<file path="src/hw/cache_defines.svh">
`ifndef CACHE_DEFINES_SVH
`define CACHE_DEFINES_SVH

// processor word and address
`define CACHE_ADDR_LEN 32
`define CACHE_DATA_LEN 64
`define CACHE_STRB_LEN (`CACHE_DATA_LEN / 8)

// set geometry, 16 sets of 32-byte blocks
`define CACHE_INDEX_LEN 4
`define CACHE_OFFSET_LEN 5
`define CACHE_TAG_LEN (`CACHE_ADDR_LEN - `CACHE_INDEX_LEN - `CACHE_OFFSET_LEN)
`define CACHE_WAY_NUM 2

// a block is split into word banks
`define CACHE_BANK_LEN 2
`define CACHE_BANK_NUM (1 << `CACHE_BANK_LEN)
`define CACHE_BLOCK_LEN (`CACHE_BANK_NUM * `CACHE_DATA_LEN)

// start value of the replacement LFSR, must not be zero
`define CACHE_LFSR_SEED 16'hace1

`endif

</file>
<file path="src/hw/cache_pkg.sv">
`include "cache_defines.svh"

package cache_pkg;

	// way number and one whole block
	typedef logic [$clog2(`CACHE_WAY_NUM)-1:0] way_t;
	typedef logic [`CACHE_BLOCK_LEN-1:0] block_t;

	// address as the cache splits it
	typedef struct packed {
		logic [`CACHE_TAG_LEN-1:0] tag;
		logic [`CACHE_INDEX_LEN-1:0] index;
		logic [`CACHE_BANK_LEN-1:0] bank;
		logic [`CACHE_OFFSET_LEN-`CACHE_BANK_LEN-1:0] byte_off;
	} addr_t;

	// one processor request, op is 1 for a store
	typedef struct packed {
		logic op;
		addr_t addr;
		logic [`CACHE_STRB_LEN-1:0] wstrb;
		logic [`CACHE_DATA_LEN-1:0] wdata;
	} cache_req_t;

	// bookkeeping of one line
	typedef struct packed {
		logic valid;
		logic dirty;
		logic [`CACHE_TAG_LEN-1:0] tag;
	} tag_entry_t;

	// tag entry update, the entry becomes valid when en is set
	typedef struct packed {
		logic en;
		way_t way;
		logic [`CACHE_INDEX_LEN-1:0] index;
		logic [`CACHE_TAG_LEN-1:0] tag;
		logic dirty;
	} line_fill_t;

	// one word write into the data banks
	typedef struct packed {
		logic en;
		way_t way;
		logic [`CACHE_INDEX_LEN-1:0] index;
		logic [`CACHE_BANK_LEN-1:0] bank;
		logic [`CACHE_STRB_LEN-1:0] strb;
		logic [`CACHE_DATA_LEN-1:0] data;
	} data_wr_t;

endpackage

</file>
<file path="src/hw/tag_store.sv">
`timescale 1ns/1ps
`include "cache_defines.svh"

module tag_store import cache_pkg::*; (
	input  logic clk,
	input  logic rst,
	input  logic [`CACHE_INDEX_LEN-1:0] rd_index,
	input  logic [`CACHE_TAG_LEN-1:0] req_tag,
	input  line_fill_t line_fill,
	output tag_entry_t way_tag [`CACHE_WAY_NUM],
	output logic [`CACHE_WAY_NUM-1:0] way_hit,
	output way_t victim_way
);

	localparam int SET_NUM = 1 << `CACHE_INDEX_LEN;

	logic [`CACHE_TAG_LEN-1:0] tag_mem [`CACHE_WAY_NUM][SET_NUM];
	logic [SET_NUM-1:0] valid_q [`CACHE_WAY_NUM];
	logic [SET_NUM-1:0] dirty_q [`CACHE_WAY_NUM];
	logic [15:0] lfsr_q;
	logic lfsr_fb;

	// tag of a refilled or stored-to line
	always_ff @(posedge clk) begin
		if (line_fill.en) begin
			tag_mem[line_fill.way][line_fill.index] <= line_fill.tag;
		end
	end

	always_ff @(posedge clk) begin
		if (rst) begin
			// sweep every set of every way back to invalid
			for (int w = 0; w < `CACHE_WAY_NUM; w++) begin
				valid_q[w] <= '0;
				dirty_q[w] <= '0;
			end
		end else if (line_fill.en) begin
			valid_q[line_fill.way][line_fill.index] <= 1'b1;
			dirty_q[line_fill.way][line_fill.index] <= line_fill.dirty;
		end
	end

	// one cycle read of all ways at the same set
	always_ff @(posedge clk) begin
		for (int w = 0; w < `CACHE_WAY_NUM; w++) begin
			way_tag[w].valid <= valid_q[w][rd_index];
			way_tag[w].dirty <= dirty_q[w][rd_index];
			way_tag[w].tag <= tag_mem[w][rd_index];
		end
	end

	always_comb begin
		for (int w = 0; w < `CACHE_WAY_NUM; w++) begin
			way_hit[w] = way_tag[w].valid && (way_tag[w].tag == req_tag);
		end
	end

	// x^16 + x^15 + x^13 + x^4 + 1 stepping on every clock
	assign lfsr_fb = lfsr_q[15] ^ lfsr_q[14] ^ lfsr_q[12] ^ lfsr_q[3];

	always_ff @(posedge clk) begin
		if (rst) begin
			lfsr_q <= `CACHE_LFSR_SEED;
		end else begin
			lfsr_q <= {lfsr_q[14:0], lfsr_fb};
		end
	end

	// invalid way first, then a clean one, else a pseudo random pick
	always_comb begin
		victim_way = way_t'(^lfsr_q);
		for (int w = `CACHE_WAY_NUM - 1; w >= 0; w--) begin
			if (!way_tag[w].dirty) begin
				victim_way = way_t'(w);
			end
		end
		for (int w = `CACHE_WAY_NUM - 1; w >= 0; w--) begin
			if (!way_tag[w].valid) begin
				victim_way = way_t'(w);
			end
		end
	end

	// the controller installs a tag only after a miss, so no duplicates
	a_single_hit: assert property (@(posedge clk) disable iff (rst)
		$onehot0(way_hit))
		else $error("tag hit in more than one way");

endmodule

</file>
<file path="config.mk">
export PLATFORM = sky130hd
export DESIGN_NAME = tag_store
export DESIGN_NICKNAME = d
export VERILOG_FILES = /design/src/hw/cache_pkg.sv /design/src/hw/tag_store.sv
export VERILOG_INCLUDE_DIRS = /design/src /design/src/hw
export SDC_FILE = /design/constraint.sdc
export NUM_CORES = 1
export LEC_CHECK = 0
export BUFFER_PORTS_ARGS = -buffer_cell sky130_fd_sc_hd__buf_2
export CAP_MARGIN = 20
export CORE_MARGIN = 2
export CORE_UTILIZATION = 55
export CTS_BUF_LIST = sky130_fd_sc_hd__clkbuf_8 sky130_fd_sc_hd__clkbuf_16
export CTS_CLUSTER_SIZE = 28
export DETAILED_ROUTE_END_ITERATION = 10
export GPL_TIMING_DRIVEN = 0
export PLACE_DENSITY = 0.79
export SYNTH_ARGS = -nofsm -noshare
export SYNTH_HDL_FRONTEND = slang
export SYNTH_SLANG_ARGS = --single-unit
</file>
<file path="constraint.sdc">
create_clock -name clk -period 8.1 [get_ports clk]
set_clock_uncertainty 0.15 [all_clocks]
set_input_delay 0.81 -clock clk [delete_from_list [all_inputs] [get_ports clk]]
set_output_delay 0.81 -clock clk [all_outputs]
set_load 0.01 [all_outputs]
</file>
==> impl_metrics.toml <==
[floorplan]
floorplan.io_pins = 112
dieHeight_um = 248.6
die_w_um = 248.6
design.core.area_sq_um = 59130
floorplan.die_area_sq_um = 61780
floorplan.initialDensity_pct = 55.63
rows = 89

[synth]
synthDominantAreaCellType = "edfxtp_1"
muxShareOfSynthArea_pct = 17.84
synth-seq-cells = 866
synth-xor-area-share_pct = 1.624
dominant_combinational_cell_family_by_area_after_synthesis = "multiplexers"
ys_types = 26
synth_area_per_cell_sq_um = 22.45
yosys.area.top_type_share_pct = 70.11
synth-seq-area-share_pct = 76.07
yosys-top-cells-area = "edfxtp_1 (70%), mux4_2 (13%), dfxtp_1 (6.0%), mux4_1 (5.0%), nor2_1 (1.1%)"
netlist_area_pre_place_sq_um = 32900
post_synth_fa_ha_maj_area_fraction_pct = 0
compound_gate_portion_of_the_synthesized_area_pct = 0.03423
synthesis.yosys.warnings = 0
synth_nets = 1524
syn_inst = 1465
simple_gate_share_of_the_synthesized_area_pct = 3.077

[worst_setup_path]
setup.worst_path.start_class = "flip-flop"
criticalPathCategory = "flip-flop to output pin"
crit_end_element = "output pin"
worst_ep_required_time_ns = 7.14
critPathMaxFanout = 2
worst-r2r-cell-count = 2
cp_data_arrival_time_ns = 2.63

[pwr]
power_density_over_the_cells_nw_per_um2 = 247.9
static-leakage-power_nw = 12.55
finalPower_w = 0.009479
vdd.ir_drop.worst_v = 0.0001670

[placed_design]
buffer_ports.inserted = 103
placed_wire_length_estimate_after_detailed_placement_um = 52820
preCtsSetupSlack_ns = 4.541
placer_congestion = 0.9246

[worst_hold_path]
timing.hold.worst.class = "flip-flop to flip-flop"
worst_hold_stages = 1

[cts]
clkLatencyLatePin_ns = 0.65
cts.repair.resized = 0
postCtsSetupBuffers = 0
root_buffer_selected_by_cts = "clkbuf_16"
clock_tree.buffer_depth = 3
cts_sinks = 866
worst_setup_hold_path_clk_slew_ns = 0.06
cts_hold_buf = 0
ctsHtreeMaxLevel = 3
tritoncts_clock_tree = "done"
number_of_buffers_inserted_during_clock_tree_synthesis = 83

[layout]
diodes = 0
layout_common_cells = "edfxtp_1 (768), mux4_2 (187), buf_2 (115)"
layout_commonest_cell = "edfxtp_1"
regArea_sq_um = 25020
final_net_count = 1749
final_layout_size_suffix_gt1_share_pct = 31.95
multi_input_logic_area_sq_um = 7665
layout-area-overhead-vs-synth_pct = 16.26
fin_util_pct = 64.68
filler_cell_count = 3643

[sta]
fin_crit_sh_pct = 44.32
final_count_of_hold_timing_violations = 0
setup_total_negative_slack_ns = 0
fin_ws_ns = 4.510
max_slew_margin_pct = 22.54
clock_period_minus_worst_slack_ns = 3.590
tightestPinTransition_ns = 1.162
timing.fmax_ghz = 0.2786
slew_viol_final = 0
final_hold_slack_ns = 0.3042
number_of_setup_violations_in_the_final_report = 0
unrepaired_setup_endpoints_after_global_routing = "false"

[drt]
route.detailed.vias_per_inst = 6.679
routedWlPerCell_um = 33.95
detailedRoute.firstPassIterationCount = 8
vias = 16911
dr.first_iter.drc_count = 2745
drt.antenna.violating_nets = 0
drt_drc_violations_left = 15
route.final.wire_length_um = 85950

[outcome]
status = "finished, violations left"
failed_checks = "design-rule violations"

[global_route]
number_of_antenna_violations_at_the_first_check_in_global_routing = 3
track_usage_pct = 28.35
number_of_global_route_vias_before_repair = 17174
grt_remaining_overflow = 0
maximum_number_of_pins_on_one_net_before_global_route_repair = 33
grt_pass1_wl_um = 122900

[flow_run]
maxCapViolations = 0
[cells in the mapped netlist]
| cell type | count |
|---|---|
| nor2_1 | 97 |
| a31oi_1 | 1 |
| buf_4 | 9 |
| edfxtp_1 | 768 |
| buf_6 | 13 |
| nor2b_1 | 8 |
| or3_1 | 1 |
| nor3_1 | 34 |
| nand4_1 | 6 |
| nor4_1 | 8 |
| inv_1 | 1 |
| nand2_1 | 1 |
| buf_1 | 10 |
| nand2b_1 | 1 |
| nand3_1 | 2 |
| xor2_1 | 34 |
| mux4_1 | 63 |
| or3b_2 | 3 |
| dfxtp_1 | 98 |
| o21ai_0 | 1 |
| xnor2_1 | 27 |
| or2_2 | 40 |
| mux4_2 | 187 |
| nand3b_1 | 5 |
| clkbuf_1 | 35 |
| buf_2 | 12 |
[flip-flops by register name, summed over array words and instances, names as in the netlist]
signal   flops
lfsr_q      16
dirty_q     32
tag_mem    736
way_tag     50
valid_q     32
[through the flow]
stage	cells	cell area (sq um)
2_1_floorplan	1465	32900
3_3_place_gp	2341	34380
3_5_place_dp	2374	35420
4_1_cts	2528	38190
5_1_grt	2532	38240
6_report	2532	38240
[worst paths after layout]
check	from	to	slack, ns
worst max register to register	tag_mem[1][30]	way_tag[7]	6.20
worst min register to register	lfsr_q[4]	lfsr_q[5]	0.30
worst min-delay path	lfsr_q[4]	lfsr_q[5]	0.30
worst max-delay path	way_tag[14]	way_hit[1]	4.51
[power by group]
part | total, W | internal [W] | switching, W
logic | 0.000561 | 0.000235 | 0.000325
registers | 0.00501 | 0.00495 | 0.0000657
clock network | 0.00391 | 0.00225 | 0.00166
[cells by family (layout without fill, tap and decap cells)]
| group | count (synthesis) | in the layout |
|---|---|---|
| XOR/XNOR | 61 | 61 |
| AND/OR/NAND/NOR | 206 | 206 |
| AO/OA/AOI/OAI | 2 | 2 |
| buffers and inverters | 80 | 374 |
| multiplexers | 250 | 250 |
| flip-flops | 866 | 866 |
[metal layers]
metal / up-vias / GRT usage, % / share of wire, %
met5: - / 0 / 0.030
met2: 1340 / 44.01 / 47
li1: 6548 / - / -
met3: 236 / 8.343 / 12
met4: 4 / 10.25 / 3.8
met1: 8783 / 38.81 / 37
[final cells by class]
| type | instances | area share, % |
|---|---|---|
| plain buffers | 79 | 1.158 |
| clock buffers | 94 | 5.974 |
| clock inverters | 60 | 1.279 |
| inverters | 1 | 0.009815 |
| multi-input cells | 519 | 20.04 |
| flip-flops and latches | 866 | 65.43 |
| well taps | 773 | 2.529 |
| repair buffers | 140 | 3.573 |
[critical path, cell delays in order, from the launching register on]
cell and delay [ns]:
dfxtp_1 0.39, xnor2_1 0.61, nand4_1 0.49, nor3_1 0.32
buf_2 0.17
Note: power is estimated with default switching activity, not from simulation.
